--- src/hdl/conv_pkg.sv ---
// conv engine shared package: stream and datapath widths, constants and enums
package conv_pkg;

  //////////////////////////////////////////////////////////////////////
  // widths
  //////////////////////////////////////////////////////////////////////
  localparam int DATA_W      = 32;  // stream word
  localparam int BYTE_W      = 8;   // tap, weight, bias and result byte
  localparam int LANES       = 4;   // result bytes per output word
  localparam int TAPS        = 9;   // 3x3 window
  localparam int GROUP_WORDS = 3;   // words per filter load or window
  localparam int PROD_W      = 16;  // signed 8x8 product
  localparam int ACC_W       = 28;  // accumulator and adder width

  //////////////////////////////////////////////////////////////////////
  // output scaling
  //////////////////////////////////////////////////////////////////////
  // bias is aligned to the product fraction, result keeps bits 12..6
  localparam int FRAC_SHIFT = 6;
  localparam logic [BYTE_W-1:0] SAT_MAX = 8'd127;

  //////////////////////////////////////////////////////////////////////
  // enums
  //////////////////////////////////////////////////////////////////////
  typedef enum logic [1:0] {
    CMD_NOP         = 2'd0,
    CMD_LOAD_FILTER = 2'd1,  // next three words carry weights and bias
    CMD_RUN         = 2'd2   // windows follow until tlast
  } cmd_e;

  typedef enum logic [1:0] {
    IDLE        = 2'd0,
    LOAD_FILTER = 2'd1,
    LOAD_WINDOW = 2'd2,
    ISSUE       = 2'd3
  } loader_state_e;

endpackage

--- src/hdl/cla_adder.sv ---
// 28-bit carry-lookahead adder from 4-bit groups with a group carry chain
`timescale 1ns/10ps

module cla_adder (
  input  logic [conv_pkg::ACC_W-1:0] a,
  input  logic [conv_pkg::ACC_W-1:0] b,
  output logic [conv_pkg::ACC_W-1:0] sum
);

  logic [conv_pkg::ACC_W-1:0]   p;   // bit propagate
  logic [conv_pkg::ACC_W-1:0]   g;   // bit generate
  logic [conv_pkg::ACC_W-1:0]   c;   // carry into each bit
  logic [conv_pkg::ACC_W/4-2:0] gp;  // group propagate, top group not needed
  logic [conv_pkg::ACC_W/4-2:0] gg;  // group generate
  logic [conv_pkg::ACC_W/4-1:0] gc;  // carry into each group

  assign p     = a ^ b;
  assign g     = a & b;
  assign gc[0] = 1'b0;  // add only, no carry in

  for (genvar i = 0; i < conv_pkg::ACC_W / 4; i++) begin : g_grp
    // carries inside the group straight from the group carry in
    assign c[4*i]   = gc[i];
    assign c[4*i+1] = g[4*i] | (p[4*i] & gc[i]);
    assign c[4*i+2] = g[4*i+1] | (p[4*i+1] & g[4*i]) |
                      (p[4*i+1] & p[4*i] & gc[i]);
    assign c[4*i+3] = g[4*i+2] | (p[4*i+2] & g[4*i+1]) |
                      (p[4*i+2] & p[4*i+1] & g[4*i]) |
                      (p[4*i+2] & p[4*i+1] & p[4*i] & gc[i]);

    assign sum[4*i +: 4] = p[4*i +: 4] ^ c[4*i +: 4];

    if (i < conv_pkg::ACC_W / 4 - 1) begin : g_look
      assign gp[i] = &p[4*i +: 4];
      assign gg[i] = g[4*i+3] |
                     (g[4*i+2] & p[4*i+3]) |
                     (g[4*i+1] & p[4*i+2] & p[4*i+3]) |
                     (g[4*i]   & p[4*i+1] & p[4*i+2] & p[4*i+3]);
      // lookahead chain to the next group
      assign gc[i+1] = gg[i] | (gp[i] & gc[i]);
    end
  end

endmodule

--- src/hdl/conv_engine.sv ---
// conv engine top: window loader feeding the MAC PE and the result packer
`timescale 1ns/10ps

module conv_engine (
  input  logic                        clk,
  input  logic                        rstn,
  input  conv_pkg::cmd_e              cmd,
  input  logic [conv_pkg::DATA_W-1:0] s_tdata,
  input  logic                        s_tvalid,
  output logic                        s_tready,
  input  logic                        s_tlast,
  output logic [conv_pkg::DATA_W-1:0] m_tdata,
  output logic                        m_tvalid,
  input  logic                        m_tready,
  output logic                        m_tlast,
  output logic                        done
);

  // loader to PE
  logic                               tap_valid, tap_first, tap_last, tap_end_run;
  logic signed [conv_pkg::BYTE_W-1:0] feat_tap, weight_tap;
  // PE to packer
  logic                               acc_valid, acc_end_run;
  logic signed [conv_pkg::ACC_W-1:0]  acc_sum;
  // loader and packer side band
  logic signed [conv_pkg::BYTE_W-1:0] bias;
  logic                               packer_busy;

  window_loader u_loader (
    .clk         (clk),
    .rstn        (rstn),
    .cmd         (cmd),
    .s_tdata     (s_tdata),
    .s_tvalid    (s_tvalid),
    .s_tlast     (s_tlast),
    .s_tready    (s_tready),
    .packer_busy (packer_busy),
    .tap_valid   (tap_valid),
    .tap_first   (tap_first),
    .tap_last    (tap_last),
    .tap_end_run (tap_end_run),
    .feat_tap    (feat_tap),
    .weight_tap  (weight_tap),
    .bias        (bias)
  );

  mac_pipeline u_pe (
    .clk         (clk),
    .rstn        (rstn),
    .tap_valid   (tap_valid),
    .tap_first   (tap_first),
    .tap_last    (tap_last),
    .tap_end_run (tap_end_run),
    .feat_tap    (feat_tap),
    .weight_tap  (weight_tap),
    .acc_valid   (acc_valid),
    .acc_sum     (acc_sum),
    .acc_end_run (acc_end_run)
  );

  result_packer u_packer (
    .clk         (clk),
    .rstn        (rstn),
    .acc_valid   (acc_valid),
    .acc_sum     (acc_sum),
    .acc_end_run (acc_end_run),
    .bias        (bias),
    .m_tready    (m_tready),
    .m_tdata     (m_tdata),
    .m_tvalid    (m_tvalid),
    .m_tlast     (m_tlast),
    .done        (done),
    .packer_busy (packer_busy)
  );

endmodule

--- src/hdl/mac_pipeline.sv ---
// nine-stage signed multiply-accumulate PE, shift-and-add magnitude multiplier
`timescale 1ns/10ps

module mac_pipeline (
  input  logic                               clk,
  input  logic                               rstn,
  input  logic                               tap_valid,
  input  logic                               tap_first,
  input  logic                               tap_last,
  input  logic                               tap_end_run,
  input  logic signed [conv_pkg::BYTE_W-1:0] feat_tap,
  input  logic signed [conv_pkg::BYTE_W-1:0] weight_tap,
  output logic                               acc_valid,
  output logic signed [conv_pkg::ACC_W-1:0]  acc_sum,
  output logic                               acc_end_run
);

  logic [conv_pkg::BYTE_W-1:0] a_mag, b_mag;
  logic                        prod_sign;

  // flags travelling with the data, index = stage
  logic [8:1] vld_sr, first_sr, last_sr, end_sr;
  logic [7:1] sign_sr;

  logic [7:0]  pp_s1 [8];                       // partial products
  logic [5:0]  lsb_s2 [4];
  logic [2:0]  pe_msb_s2 [4];                   // even pp bits 7:5
  logic [3:0]  po_msb_s2 [4];                   // odd pp bits 7:4
  logic [9:0]  sum_s3 [4];
  logic [7:0]  lsb_s4 [2];
  logic [2:0]  m_lo_s4 [2];
  logic [4:0]  m_hi_s4 [2];
  logic [11:0] sum_s5 [2];
  logic [9:0]  lsb_s6;
  logic [2:0]  m_lo_s6;
  logic [6:0]  m_hi_s6;
  logic [conv_pkg::PROD_W-1:0] mag_s7;
  logic [conv_pkg::PROD_W-1:0] prod_s8;

  logic [5:0]  lsb2_d [4];
  logic [4:0]  msb3_d [4];
  logic [7:0]  lsb4_d [2];
  logic [4:0]  msb5_d [2];
  logic [9:0]  lsb6_d;
  logic [6:0]  msb7_d;

  logic [conv_pkg::ACC_W-1:0] prod_ext, acc_base, acc_next;

  assign a_mag     = feat_tap[conv_pkg::BYTE_W-1] ? ~feat_tap + 1'b1 : feat_tap;
  assign b_mag     = weight_tap[conv_pkg::BYTE_W-1] ? ~weight_tap + 1'b1 : weight_tap;
  assign prod_sign = feat_tap[conv_pkg::BYTE_W-1] ^ weight_tap[conv_pkg::BYTE_W-1];

  //////////////////////////////////////////////////////////////////////
  // adder tree, split into low and high halves per stage
  //////////////////////////////////////////////////////////////////////
  always_comb begin
    for (int j = 0; j < 4; j++) begin
      lsb2_d[j] = pp_s1[2*j][4:0] + {pp_s1[2*j+1][3:0], 1'b0};
      msb3_d[j] = pe_msb_s2[j] + po_msb_s2[j] + lsb_s2[j][5];
    end
    for (int k = 0; k < 2; k++) begin
      lsb4_d[k] = sum_s3[2*k][6:0] + {sum_s3[2*k+1][4:0], 2'b0};
      msb5_d[k] = m_lo_s4[k] + m_hi_s4[k] + lsb_s4[k][7];
    end
    lsb6_d = sum_s5[0][8:0] + {sum_s5[1][4:0], 4'b0};
    msb7_d = m_lo_s6 + m_hi_s6 + lsb_s6[9];
  end

  always_ff @(posedge clk) begin
    for (int i = 0; i < 8; i++) begin
      pp_s1[i] <= b_mag[i] ? a_mag : '0;  // stage 1
    end
    for (int j = 0; j < 4; j++) begin
      lsb_s2[j]    <= lsb2_d[j];  // stage 2
      pe_msb_s2[j] <= pp_s1[2*j][7:5];
      po_msb_s2[j] <= pp_s1[2*j+1][7:4];
      sum_s3[j]    <= {msb3_d[j], lsb_s2[j][4:0]};  // stage 3
    end
    for (int k = 0; k < 2; k++) begin
      lsb_s4[k]  <= lsb4_d[k];  // stage 4
      m_lo_s4[k] <= sum_s3[2*k][9:7];
      m_hi_s4[k] <= sum_s3[2*k+1][9:5];
      sum_s5[k]  <= {msb5_d[k], lsb_s4[k][6:0]};  // stage 5
    end
    lsb_s6  <= lsb6_d;  // stage 6
    m_lo_s6 <= sum_s5[0][11:9];
    m_hi_s6 <= sum_s5[1][11:5];
    mag_s7  <= {msb7_d, lsb_s6[8:0]};  // stage 7
    prod_s8 <= sign_sr[7] ? ~mag_s7 + 1'b1 : mag_s7;  // stage 8, sign back
    sign_sr  <= {sign_sr[6:1], prod_sign};
    first_sr <= {first_sr[7:1], tap_first};
    last_sr  <= {last_sr[7:1], tap_last};
    end_sr   <= {end_sr[7:1], tap_end_run};
  end

  //////////////////////////////////////////////////////////////////////
  // stage 9 accumulate
  //////////////////////////////////////////////////////////////////////
  assign prod_ext = {{(conv_pkg::ACC_W-conv_pkg::PROD_W){prod_s8[conv_pkg::PROD_W-1]}},
                     prod_s8};
  assign acc_base = first_sr[8] ? '0 : acc_sum;  // first tap starts over

  cla_adder u_acc_add (
    .a   (prod_ext),
    .b   (acc_base),
    .sum (acc_next)
  );

  always_ff @(posedge clk) begin
    if (vld_sr[8]) begin
      acc_sum     <= acc_next;
      acc_end_run <= end_sr[8];
    end
  end

  always_ff @(posedge clk) begin
    if (!rstn) begin
      vld_sr    <= '0;
      acc_valid <= 1'b0;
    end else begin
      vld_sr    <= {vld_sr[7:1], tap_valid};
      acc_valid <= vld_sr[8] & last_sr[8];  // window sum complete
    end
  end

endmodule

--- src/hdl/result_packer.sv ---
// bias add, rectify and saturate, pack four result bytes into the output stream
`timescale 1ns/10ps

module result_packer (
  input  logic                               clk,
  input  logic                               rstn,
  input  logic                               acc_valid,
  input  logic signed [conv_pkg::ACC_W-1:0]  acc_sum,
  input  logic                               acc_end_run,
  input  logic signed [conv_pkg::BYTE_W-1:0] bias,
  input  logic                               m_tready,
  output logic [conv_pkg::DATA_W-1:0]        m_tdata,
  output logic                               m_tvalid,
  output logic                               m_tlast,
  output logic                               done,
  output logic                               packer_busy
);

  logic [conv_pkg::ACC_W-1:0]  bias_ext;
  logic [conv_pkg::ACC_W-1:0]  biased;
  logic [conv_pkg::BYTE_W-1:0] res_byte;

  logic [conv_pkg::DATA_W-1:0] asm_data;  // assembly word
  logic [2:0]                  asm_cnt;   // lanes filled
  logic                        asm_last;  // holds the end of the run
  logic                        out_free;
  logic                        move;

  // bias aligned to the product fraction
  assign bias_ext = {{(conv_pkg::ACC_W-conv_pkg::BYTE_W-conv_pkg::FRAC_SHIFT){bias[7]}},
                     bias, {conv_pkg::FRAC_SHIFT{1'b0}}};

  cla_adder u_bias_add (
    .a   (acc_sum),
    .b   (bias_ext),
    .sum (biased)
  );

  //////////////////////////////////////////////////////////////////////
  // ReLU and saturation to a byte
  //////////////////////////////////////////////////////////////////////
  always_comb begin
    if (biased[conv_pkg::ACC_W-1]) begin
      res_byte = '0;  // negative
    end else if (|biased[conv_pkg::ACC_W-2:conv_pkg::FRAC_SHIFT+conv_pkg::BYTE_W-1]) begin
      res_byte = conv_pkg::SAT_MAX;
    end else begin
      res_byte = {1'b0, biased[conv_pkg::FRAC_SHIFT+conv_pkg::BYTE_W-2:conv_pkg::FRAC_SHIFT]};
    end
  end

  assign out_free = !m_tvalid || m_tready;
  assign move     = out_free && (asm_cnt == 3'(conv_pkg::LANES) || asm_last);

  always_ff @(posedge clk) begin
    if (!rstn) begin
      asm_cnt  <= '0;
      asm_last <= 1'b0;
      m_tvalid <= 1'b0;
      m_tlast  <= 1'b0;
    end else if (move) begin
      m_tvalid <= 1'b1;
      m_tlast  <= asm_last;
      asm_cnt  <= acc_valid ? 3'd1 : 3'd0;  // a new result may land at once
      asm_last <= acc_valid && acc_end_run;
    end else begin
      if (m_tvalid && m_tready) begin
        m_tvalid <= 1'b0;
        m_tlast  <= 1'b0;
      end
      if (acc_valid) begin
        asm_cnt  <= asm_cnt + 1'b1;
        asm_last <= acc_end_run;
      end
    end
  end

  // first lane clears the rest, so short last words carry zeros
  always_ff @(posedge clk) begin
    if (move) m_tdata <= asm_data;
    if (acc_valid) begin
      if (move || asm_cnt == '0) begin
        asm_data <= conv_pkg::DATA_W'(res_byte);
      end else begin
        asm_data[asm_cnt[1:0]*conv_pkg::BYTE_W +: conv_pkg::BYTE_W] <= res_byte;
      end
    end
  end

  assign done        = m_tvalid && m_tready && m_tlast;
  assign packer_busy = m_tvalid && (asm_cnt >= 3'd2);  // room for two in flight

endmodule

--- src/hdl/window_loader.sv ---
// input stream unpacker: holds filter, bias and window, issues nine taps per window
`timescale 1ns/10ps

module window_loader (
  input  logic                               clk,
  input  logic                               rstn,
  input  conv_pkg::cmd_e                     cmd,
  input  logic [conv_pkg::DATA_W-1:0]        s_tdata,
  input  logic                               s_tvalid,
  input  logic                               s_tlast,
  output logic                               s_tready,
  input  logic                               packer_busy,
  output logic                               tap_valid,
  output logic                               tap_first,
  output logic                               tap_last,
  output logic                               tap_end_run,
  output logic signed [conv_pkg::BYTE_W-1:0] feat_tap,
  output logic signed [conv_pkg::BYTE_W-1:0] weight_tap,
  output logic signed [conv_pkg::BYTE_W-1:0] bias
);

  conv_pkg::loader_state_e state;

  logic [1:0] word_cnt;  // word within a group
  logic [3:0] tap_cnt;
  logic       last_win;  // current window closes the run
  logic       xfer;

  logic [conv_pkg::TAPS*conv_pkg::BYTE_W-1:0] weight_reg;
  logic [conv_pkg::TAPS*conv_pkg::BYTE_W-1:0] win_reg;
  logic [conv_pkg::BYTE_W-1:0]                bias_reg;

  assign s_tready = (state == conv_pkg::LOAD_FILTER || state == conv_pkg::LOAD_WINDOW) &&
                    !packer_busy;
  assign xfer     = s_tvalid && s_tready;

  //////////////////////////////////////////////////////////////////////
  // control FSM
  //////////////////////////////////////////////////////////////////////
  always_ff @(posedge clk) begin
    if (!rstn) begin
      state    <= conv_pkg::IDLE;
      word_cnt <= '0;
      tap_cnt  <= '0;
      last_win <= 1'b0;
    end else begin
      case (state)
        conv_pkg::IDLE: begin
          word_cnt <= '0;
          if (cmd == conv_pkg::CMD_LOAD_FILTER) state <= conv_pkg::LOAD_FILTER;
          else if (cmd == conv_pkg::CMD_RUN)    state <= conv_pkg::LOAD_WINDOW;
        end
        conv_pkg::LOAD_FILTER: begin
          if (xfer) begin
            if (word_cnt == 2'(conv_pkg::GROUP_WORDS - 1)) begin
              word_cnt <= '0;
              state    <= conv_pkg::IDLE;
            end else begin
              word_cnt <= word_cnt + 1'b1;
            end
          end
        end
        conv_pkg::LOAD_WINDOW: begin
          if (xfer) begin
            if (word_cnt == 2'(conv_pkg::GROUP_WORDS - 1)) begin
              word_cnt <= '0;
              tap_cnt  <= '0;
              last_win <= s_tlast;
              state    <= conv_pkg::ISSUE;
            end else begin
              word_cnt <= word_cnt + 1'b1;
            end
          end
        end
        conv_pkg::ISSUE: begin
          tap_cnt <= tap_cnt + 1'b1;
          if (tap_cnt == 4'(conv_pkg::TAPS - 1)) begin
            state <= last_win ? conv_pkg::IDLE : conv_pkg::LOAD_WINDOW;
          end
        end
        default: state <= conv_pkg::IDLE;
      endcase
    end
  end

  // byte collection, word 2 holds tap 8 and (for a filter) the bias
  always_ff @(posedge clk) begin
    if (xfer) begin
      if (state == conv_pkg::LOAD_FILTER) begin
        case (word_cnt)
          2'd0:    weight_reg[conv_pkg::DATA_W-1:0] <= s_tdata;
          2'd1:    weight_reg[2*conv_pkg::DATA_W-1:conv_pkg::DATA_W] <= s_tdata;
          default: begin
            weight_reg[conv_pkg::TAPS*conv_pkg::BYTE_W-1:2*conv_pkg::DATA_W] <=
              s_tdata[conv_pkg::BYTE_W-1:0];
            bias_reg <= s_tdata[2*conv_pkg::BYTE_W-1:conv_pkg::BYTE_W];
          end
        endcase
      end else begin
        case (word_cnt)
          2'd0:    win_reg[conv_pkg::DATA_W-1:0] <= s_tdata;
          2'd1:    win_reg[2*conv_pkg::DATA_W-1:conv_pkg::DATA_W] <= s_tdata;
          default: win_reg[conv_pkg::TAPS*conv_pkg::BYTE_W-1:2*conv_pkg::DATA_W] <=
                     s_tdata[conv_pkg::BYTE_W-1:0];
        endcase
      end
    end
  end

  //////////////////////////////////////////////////////////////////////
  // tap issue, one per cycle in ISSUE
  //////////////////////////////////////////////////////////////////////
  assign tap_valid   = (state == conv_pkg::ISSUE);
  assign tap_first   = (tap_cnt == '0);
  assign tap_last    = (tap_cnt == 4'(conv_pkg::TAPS - 1));
  assign tap_end_run = last_win;
  assign feat_tap    = win_reg[tap_cnt*conv_pkg::BYTE_W +: conv_pkg::BYTE_W];
  assign weight_tap  = weight_reg[tap_cnt*conv_pkg::BYTE_W +: conv_pkg::BYTE_W];
  assign bias        = bias_reg;

endmodule

--- config.mk ---
export PLATFORM = sky130hd
export DESIGN_NAME = conv_engine
export DESIGN_NICKNAME = d
export VERILOG_FILES = /design/src/hdl/conv_pkg.sv /design/src/hdl/cla_adder.sv /design/src/hdl/conv_engine.sv /design/src/hdl/mac_pipeline.sv /design/src/hdl/result_packer.sv /design/src/hdl/window_loader.sv
export SDC_FILE = /design/constraint.sdc
export NUM_CORES = 1
export LEC_CHECK = 0
export ABC_AREA = 1
export BUFFER_PORTS_ARGS = -buffer_cell sky130_fd_sc_hd__clkbuf_2
export CELL_PAD_IN_SITES_DETAIL_PLACEMENT = 0
export CELL_PAD_IN_SITES_GLOBAL_PLACEMENT = 1
export CORE_UTILIZATION = 44
export CTS_BUF_LIST = sky130_fd_sc_hd__clkbuf_2
export CTS_CLUSTER_SIZE = 24
export DETAILED_ROUTE_END_ITERATION = 12
export PLACE_DENSITY = 0.77
export SETUP_SLACK_MARGIN = 0.3
export SLEW_MARGIN = 15
export SYNTH_ARGS = -nofsm -noshare
export SYNTH_HDL_FRONTEND = slang
export SYNTH_SLANG_ARGS = --single-unit
--- constraint.sdc ---
create_clock -name clk -period 7.3 [get_ports clk]
set_input_delay 0.365 -clock clk [delete_from_list [all_inputs] [get_ports clk]]
set_output_delay 0.365 -clock clk [all_outputs]
set_load 0.1 [all_outputs]
**After elaboration in Yosys (flattened, before gate mapping)**

Memory sizes are Yosys's and may differ from the RTL's.
Cells that the tools add are included.

- Flip-flop bits (word level): 352
- Bits in writable memories: 212
- Input port bits: 39
- Output and inout port bits: 36
- Word-level logic and storage cells: 489
- Memories: 9

- Add/subtract/negate cells: 28
- Magnitude comparators: 1
- Equal/unequal tests: 16
- Shift-type cells: 4
- Multiplexer cells: 39
- Bitwise logic cells: 317
- Reduce and logical (&&, ||, !) cells: 44

Memory list:

| memory | depth | width | rd ports | clocked after Yosys merged registers in | wr ports | line | RTL |
|---|---|---|---|---|---|---|---|
| u_pe.pp_s1 | 8 | 8 | 8 | 0 | 8 | mac_pipeline.sv:25 | `logic [7:0] pp_s1 [8];` |
| u_pe.sum_s3 | 4 | 10 | 4 | 0 | 4 | mac_pipeline.sv:29 | `logic [9:0] sum_s3 [4];` |
| u_pe.lsb_s2 | 4 | 6 | 4 | 0 | 4 | mac_pipeline.sv:26 | `logic [5:0] lsb_s2 [4];` |
| u_pe.sum_s5 | 2 | 12 | 2 | 0 | 2 | mac_pipeline.sv:33 | `logic [11:0] sum_s5 [2];` |
| u_pe.lsb_s4 | 2 | 8 | 2 | 0 | 2 | mac_pipeline.sv:30 | `logic [7:0] lsb_s4 [2];` |
| u_pe.po_msb_s2 | 4 | 4 | 4 | 0 | 4 | mac_pipeline.sv:28 | `logic [3:0] po_msb_s2 [4];` |
| +3 memories | - | - | - | - | - | - |  |

Operators by type and width:

| kind | number |
|---|---|
| $and 1x1->1 | 173 |
| $shiftx 72x8->8 | 2 |
| $or 1x1->1 | 121 |
| $mux 8 | 12 |
| $xor 28x28->28 | 2 |
| $and 27x27->27 | 2 |
| $xor 4x4->4 | 13 |
| $reduce_and 4->1 | 10 |
| $neg 5->34 | 1 |
| $shift 8x34->32 const A | 1 |
| $shiftx 8x34->32 | 1 |
| $bwmux 32 | 1 |
| $add 5x1->5 | 6 |
| $mux 28 | 1 |
| $add 5x5->6 | 4 |
| $reduce_and 3->1 | 8 |
| $add 3x4->5 | 4 |
| $mux 2 | 10 |
| $add 16x1->16 const B | 1 |
| $add 7x7->8 | 2 |
| $add 8x1->8 const B | 2 |
| $mux 16 | 1 |
| $not 16->16 | 1 |
| $not 8->8 | 2 |
| other kinds (35) | 68 |

**Logic depth before layout (Yosys ltp)**

- Depth in word-level cells: 24
- Depth in mapped cells: 26
- Depth with buffers taken out: 26

**Modules after synthesis**

Synthesis repeated with hierarchy kept, for this count alone.

- Cells, all modules: 2037
- Area total of the unflattened synthesis: 22201.3 um^2

By module, submodules not included:

| module | instances | cells each | area an instance (um^2) | seq. area each (um^2) |
|---|---|---|---|---|
| mac_pipeline | 1 | 922 | 10400.0 | 6956.7 |
| window_loader | 1 | 540 | 6486.2 | 4744.6 |
| result_packer | 1 | 257 | 2992.9 | 2042.0 |
| cla_adder | 2 | 159 | 1161.1 | 0.0 |

**Worst setup path after synthesis**

Ideal clock, no wire load.

- Path type: register -> register
- Start point: register u_packer.asm_cnt[0]
- End point: register u_loader.weight_reg[0] (netlist bit) (enable)
- Setup time: 0.421 ns
- Arrival time: 5.250 ns
- Required time: 6.879 ns
- Path slack: 1.629 ns
- Stages on the path, launching flop included: 10
- Path buffers: 1
- Clock period less this slack: 5.671 ns
- Cells stage by stage: dfxtp_1 > buf_2 > inv_1 > ha_1 > nand3b_1 > a21boi_0 > nand2_1 > inv_1 > nand3_1 > nor2_1

- Cells in the longest elaborated chain, start to end: 6

RTL lines:

| element | line | RTL |
|---|---|---|
| start, declared | result_packer.sv:24 | `logic [2:0] asm_cnt;` |
| start signal, assigned | result_packer.sv:64 | `asm_cnt <= acc_valid ? 3'd1 : 3'd0;` |
| start signal, assigned | result_packer.sv:72 | `asm_cnt <= asm_cnt + 1'b1;` |
| $ge 3x2->1 | result_packer.sv:91 | `assign packer_busy = m_tvalid && (asm_cnt >= 3'd2);` |
| $logic_and 1x1->1 | result_packer.sv:91 |  |
| $logic_not 1->1 | window_loader.sv:34 | `!packer_busy;` |
| $logic_and 1x1->1 | window_loader.sv:33 | `assign s_tready = (state == conv_pkg::LOAD_FILTER \|\| state == conv_pkg::LOAD_WINDOW) &&` |
| via s_tready | conv_engine.sv:10 | `output logic s_tready,` |
| $logic_and 1x1->1 | window_loader.sv:35 | `assign xfer = s_tvalid && s_tready;` |
| $reduce_and 3->1 (no source line) | - |  |
| end signal, assigned by index | window_loader.sv:91 | `2'd0: weight_reg[conv_pkg::DATA_W-1:0] <= s_tdata;` |
| end signal, assigned by index | window_loader.sv:92 | `2'd1: weight_reg[2*conv_pkg::DATA_W-1:conv_pkg::DATA_W] <= s_tdata;` |
| end signal, assigned by index | window_loader.sv:94 | `weight_reg[conv_pkg::TAPS*conv_pkg::BYTE_W-1:2*conv_pkg::DATA_W] <=` |
| end, declared | window_loader.sv:29 | `logic [conv_pkg::TAPS*conv_pkg::BYTE_W-1:0] weight_reg;` |

The timed path passes the listed nets, and every way through them passes these cells.
A chain may end at the register's enable or synchronous reset.

**Worst setup path in the final report**

- Start point: register u_packer.asm_cnt[0]
- End point: register u_loader.state[1]

- Cells in the longest elaborated chain, start to end: 7
- Elaborated cells between the ends (all ways): 8
- Those cells by class: order compare (1); eq/ne (2); reduce/logical (5)

RTL lines:

| element | line | RTL |
|---|---|---|
| $ge 3x2->1 (*) | result_packer.sv:91 |  |
| $logic_and 1x1->1 (*) | result_packer.sv:91 |  |
| $logic_not 1->1 (*) | window_loader.sv:34 |  |
| $logic_and 1x1->1 (*) | window_loader.sv:33 |  |
| $logic_and 1x1->1 (*) | window_loader.sv:35 |  |
| $ne 2x1->1 (no source line) | - |  |
| $reduce_and 6->1 (no source line) (*) | - |  |
| end signal, assigned | window_loader.sv:42 | `state <= conv_pkg::IDLE;` |
| end signal, assigned | window_loader.sv:50 | `if (cmd == conv_pkg::CMD_LOAD_FILTER) state <= conv_pkg::LOAD_FILTER;` |
| end signal, assigned | window_loader.sv:51 | `else if (cmd == conv_pkg::CMD_RUN) state <= conv_pkg::LOAD_WINDOW;` |
| end, declared | window_loader.sv:22 | `conv_pkg::loader_state_e state;` |

Every way passes the cells marked *; elsewhere a longest branch is shown, timed or not.

==> results.md <==
Clock network:
- The number of CTS-inserted buffers is 140.
- After clock tree synthesis, the clock-pin slew on the worst setup and hold paths is 0.09 ns.
- The number of levels the H-tree was split into is 4.
- The root buffer selected by CTS is sky130_fd_sc_hd__clkbuf_2.
- The post-CTS resize count is 0.
- At the later pin of the worst-skew pair, clock insertion delay measures about 1.3 ns.
- TritonCTS built the clock tree.
- The count of clock tree sinks is 564.
- The clock passes through at most 3 buffers.

Power:
- Combinational cells account for a little under a quarter of the total power.
- In this run the power density over the cells is 334 nW/µm².
- The proportion of power drawn by flip-flops and latches is 51.6%.
- The internal power is 5.65 mW.
- VDD sags by at most 0.000163 V.
- Summed over all cells, the static leakage comes to 10.8 nW.
- Per report_power, the clock group accounts for 25.6% of the total.
- The analysis attributes to net switching a power of 2.67 mW.
- The completed layout was analyzed and its total power is 8.32 mW.
- Net switching is 32.1% of the power.

Detailed routing:
- The average detailed-routed wire length per instance is 14.0 µm.
- The detail route stage leaves a number of antenna-violating nets equal to 0.
- Using the TritonRoute via totals, the vias-per-cell ratio works out to 4.69.
- The iteration-0 DRC count of the detailed router is 659.
- The met3 layer wire length in the routed design is 2.13 mm.
- For this block, wires on met1 add up to 17.4 mm.
- The first detailed-routing pass took 5 iterations.
- The number of remaining DRC errors is 0.
- The routed layout has 13.7k vias.
- Wires add up to 41.0 mm.
- Signal routing reaches up to met4.
- Summed over all nets, wire length on met2 after detailed routing comes to 20.5 mm.

Logic synthesis:
- Synthesis inferred 564 register bits.
- The commonest cells after synthesis are sky130_fd_sc_hd__dfxtp_1, sky130_fd_sc_hd__nor2_1, sky130_fd_sc_hd__edfxtp_1, sky130_fd_sc_hd__inv_1, sky130_fd_sc_hd__nand2_1.
- Yosys mapped a number of flops with a built-in enable equal to 245.
- For this run, asynchronously set or reset flops after synthesis account for 0%.
- The synthesized instance count is approximately 1.9k.
- The average footprint of a synthesized cell is 11.5 µm².
- Ranked by total cell area, the synthesized netlist is headed by sky130_fd_sc_hd__edfxtp_1, sky130_fd_sc_hd__dfxtp_1, sky130_fd_sc_hd__ha_1.
- After synthesis, the netlist uses 59 different library cells.
- Summing the sequential cell areas from Yosys gives 63.4% of the chip area.
- In this run the biggest area consumer among cell types represents ~34% of the synthesized area.
- Among all flip-flop cells after synthesis, the most frequent one is sky130_fd_sc_hd__dfxtp_1.
- sky130_fd_sc_hd__dfxtp_1 is the most common cell in the netlist.
- The Yosys step of the flow raised 0 warnings.
- The cell taking the most area after synthesis is sky130_fd_sc_hd__edfxtp_1.
- After synthesis the cells add up to 21700 µm².
- Synthesis produced a netlist with a net count of approximately 2.1k.

Critical path:
- Traced cell by cell, the critical path runs through inv_1, ha_1, nand3b_1, a21boi_0, nand2_1, o32ai_1, nand2_1, nor3_1, dlygate4sd3_1, nor2_1, dlygate4sd3_1, a221oi_1, dlygate4sd3_1.
- Data on the critical path is required at its endpoint by approximately 8.5 ns.
- The number of cells on the worst reg-to-reg path is 13.
- The worst endpoint data arrival time is 5.82 ns.
- In this run the worst path has a maximum fanout of 12.
- The library cell contributing the largest single delay on the critical path is sky130_fd_sc_hd__dfxtp_1.
- The worst setup path is captured at a flip-flop.
- The launching element type of the critical path is a flip-flop.
- The dominant cell type by count on the critical path is sky130_fd_sc_hd__dlygate4sd3_1.
- The largest single stage delay on the critical path is 0.63 ns.
- The type of the worst setup path is reg2reg.

Global routing:
- The largest net degree at the start of global routing is 69.
- The total global-route track usage is approximately 17%.
- The via count of the first global-routing pass came to 14.0k.
- The number of antenna violations at the first check in global routing is 4.
- The global-route wire length before repair is between 60 and 70 mm.
- Global routing finished with a remaining overflow of 0.

Die:
- The die outline height is ~220 µm.
- The floorplan has 80 rows.
- The placeable core region is approximately 48000 µm².
- The starting utilization of the core area is 45.0%.
- The floorplan step defined a die boundary enclosing 50200 µm².
- The number of I/O pins is 75.
- The die extent in x is 224 µm.

Finish:
- From synthesis to final layout, the design area changed by 15.0%.
- The total non-filler cell area in the finished layout is 24900 µm².
- The number of nets in the layout is around 2.3k.
- The storage element area is 13700 µm².
- The number of standard cells in the layout, taps in and fillers out is 2926.
- The utilization after layout is 51.8%.
- Of the cells placed in the final design, the portion with a size suffix greater than 1 is 15.9%.
- Summing all multi-input logic gate instances after layout gives 6950 µm².
- Counting the fill cells in the layout gives 4285.

Hold path:
- The hold-critical path depth is 7.
- In this run the worst hold path is classified as in2reg.

Flow run:
- The number of maximum-capacitance constraint violations is 0.

Place:
- The total of buffers placed on input and output ports is 74.
- Once placement finished, the instance area stood at ~23000 µm².
- The final weighted congestion in routability-driven placement is slightly above 0.8.
- The placed wire-length estimate is around 27 mm.
- In this run, placement finished with an instance count of between 2k and 3k.

STA:
- The number of setup violations in the final report is 0.
- The final critical path takes up ~64% of the cycle.
- The worst pin sits at a relative slew slack of 27.3%.
- The minimum period implied by the final worst setup slack is around 4.6 ns.
- In the final timing run, aggregate negative setup slack is 0 ns.
- Setup repair after global routing left no endpoint under its margin.
- The clock tree skew after final layout is 0.0597 ns.
- Derived from the worst setup path, the maximum achievable clock frequency is 0.216 GHz.
- The slew at the pin closest to its max-slew limit is ~1.1 ns.
- The final max-slew violation count is 0.
- The final hold violation count is 0.

Run status:
- The run finished with clean final reports.
==> logic make-up (layout without fill, tap and decap cells) <==
group                      count (synthesis)  after routing  synth area share, %
muxes                                      1              1               0.0462
and+or+nand+nor                          634            634                 12.6
other                                      0              5                    0
xor gates and xnor gates                  86             86                 3.79
buffers and inverters                    251            627                 4.65
DFF                                      564            564                 63.4
adders and majority gates                142            142                 9.37
AOI/OAI and AO/OA                        211            211                 6.16
==> critical path, delay by kind of cell, from the launching register on <==
| family | cells | cell delay, ns |
|---|---|---|
| buffers and inverters | 4 | 1.97 |
| AOI/OAI and AO/OA | 3 | 0.98 |
| DFF | 1 | 0.63 |
| adders and majority gates | 1 | 0.24 |
| and+or+nand+nor | 5 | 0.77 |
==> layout by cell type, fill, tap and decap left out, drive strengths merged, types with 7 or more instances in the layout <==
master	n
a21oi	67
buf	12
clkbuf	269
clkinv	47
dfxtp	319
dlygate4sd3	80
edfxtp	245
fa	34
ha	108
inv	211
nand2	201
nand3	69
nand3b	7
nand4	23
nor2	307
nor3	18
o21ai	76
o21bai	7
o22ai	9
o32ai	17
xnor2	27
xor2	59
==> cell type report <==
type | instances | share of cell area, %
inverters | 213 | 3.22
multi-input cells | 1074 | 27.9
flip-flops and latches | 564 | 55.1
clock buffers | 195 | 3.91
clock inverters | 53 | 1.46
well taps | 656 | 3.29
repair buffers | 166 | 5.06
diodes | 5 | 0.0502
==> metrics by stage <==
step / hold WS, ns / worst slack, ns
2_1_floorplan: 0.310 / 1.63
3_3_place_gp: 0.310 / 3.22
3_5_place_dp: 0.312 / 3.15
4_1_cts: 0.00195 / 2.67
5_1_grt: 0.152 / 2.39
6_report: 0.195 / 2.66
==> power by group through the flow <==
stage	logic, mW	clock network (mW)	registers, mW
CTS	1.93	2.22	4.30
finish	1.90	2.13	4.29
global route	2.19	2.38	4.36
floorplan	1.43	0	4.27
global placement	1.82	0	4.35
detailed placement	1.88	0	4.37
==> final timing paths <==
path / end / slack (ns) / start
max: u_loader.state[1] / 2.66 / u_packer.asm_cnt[0]
min: u_loader.state[0] / 0.19 / cmd[1]
max reg2reg: u_loader.state[1] / 2.66 / u_packer.asm_cnt[0]
min reg2reg: u_pe.m_lo_s4[0][2] / 0.30 / u_pe.sum_s3[0][9]
==> metal layers <==
layer  up-vias  track usage (%)
met3        78             5.34
li1       6927                -
met1      6398             19.2
met5         -                0
met4         0             7.71
met2       306             29.7
==> repair_timing <==
item                                   in CTS  in global routing
buffers inserted                            0                  0
endpoints found under the hold margin     220                  0
hold buffers                               80                  0
Note: power is estimated with default switching activity, not from simulation.
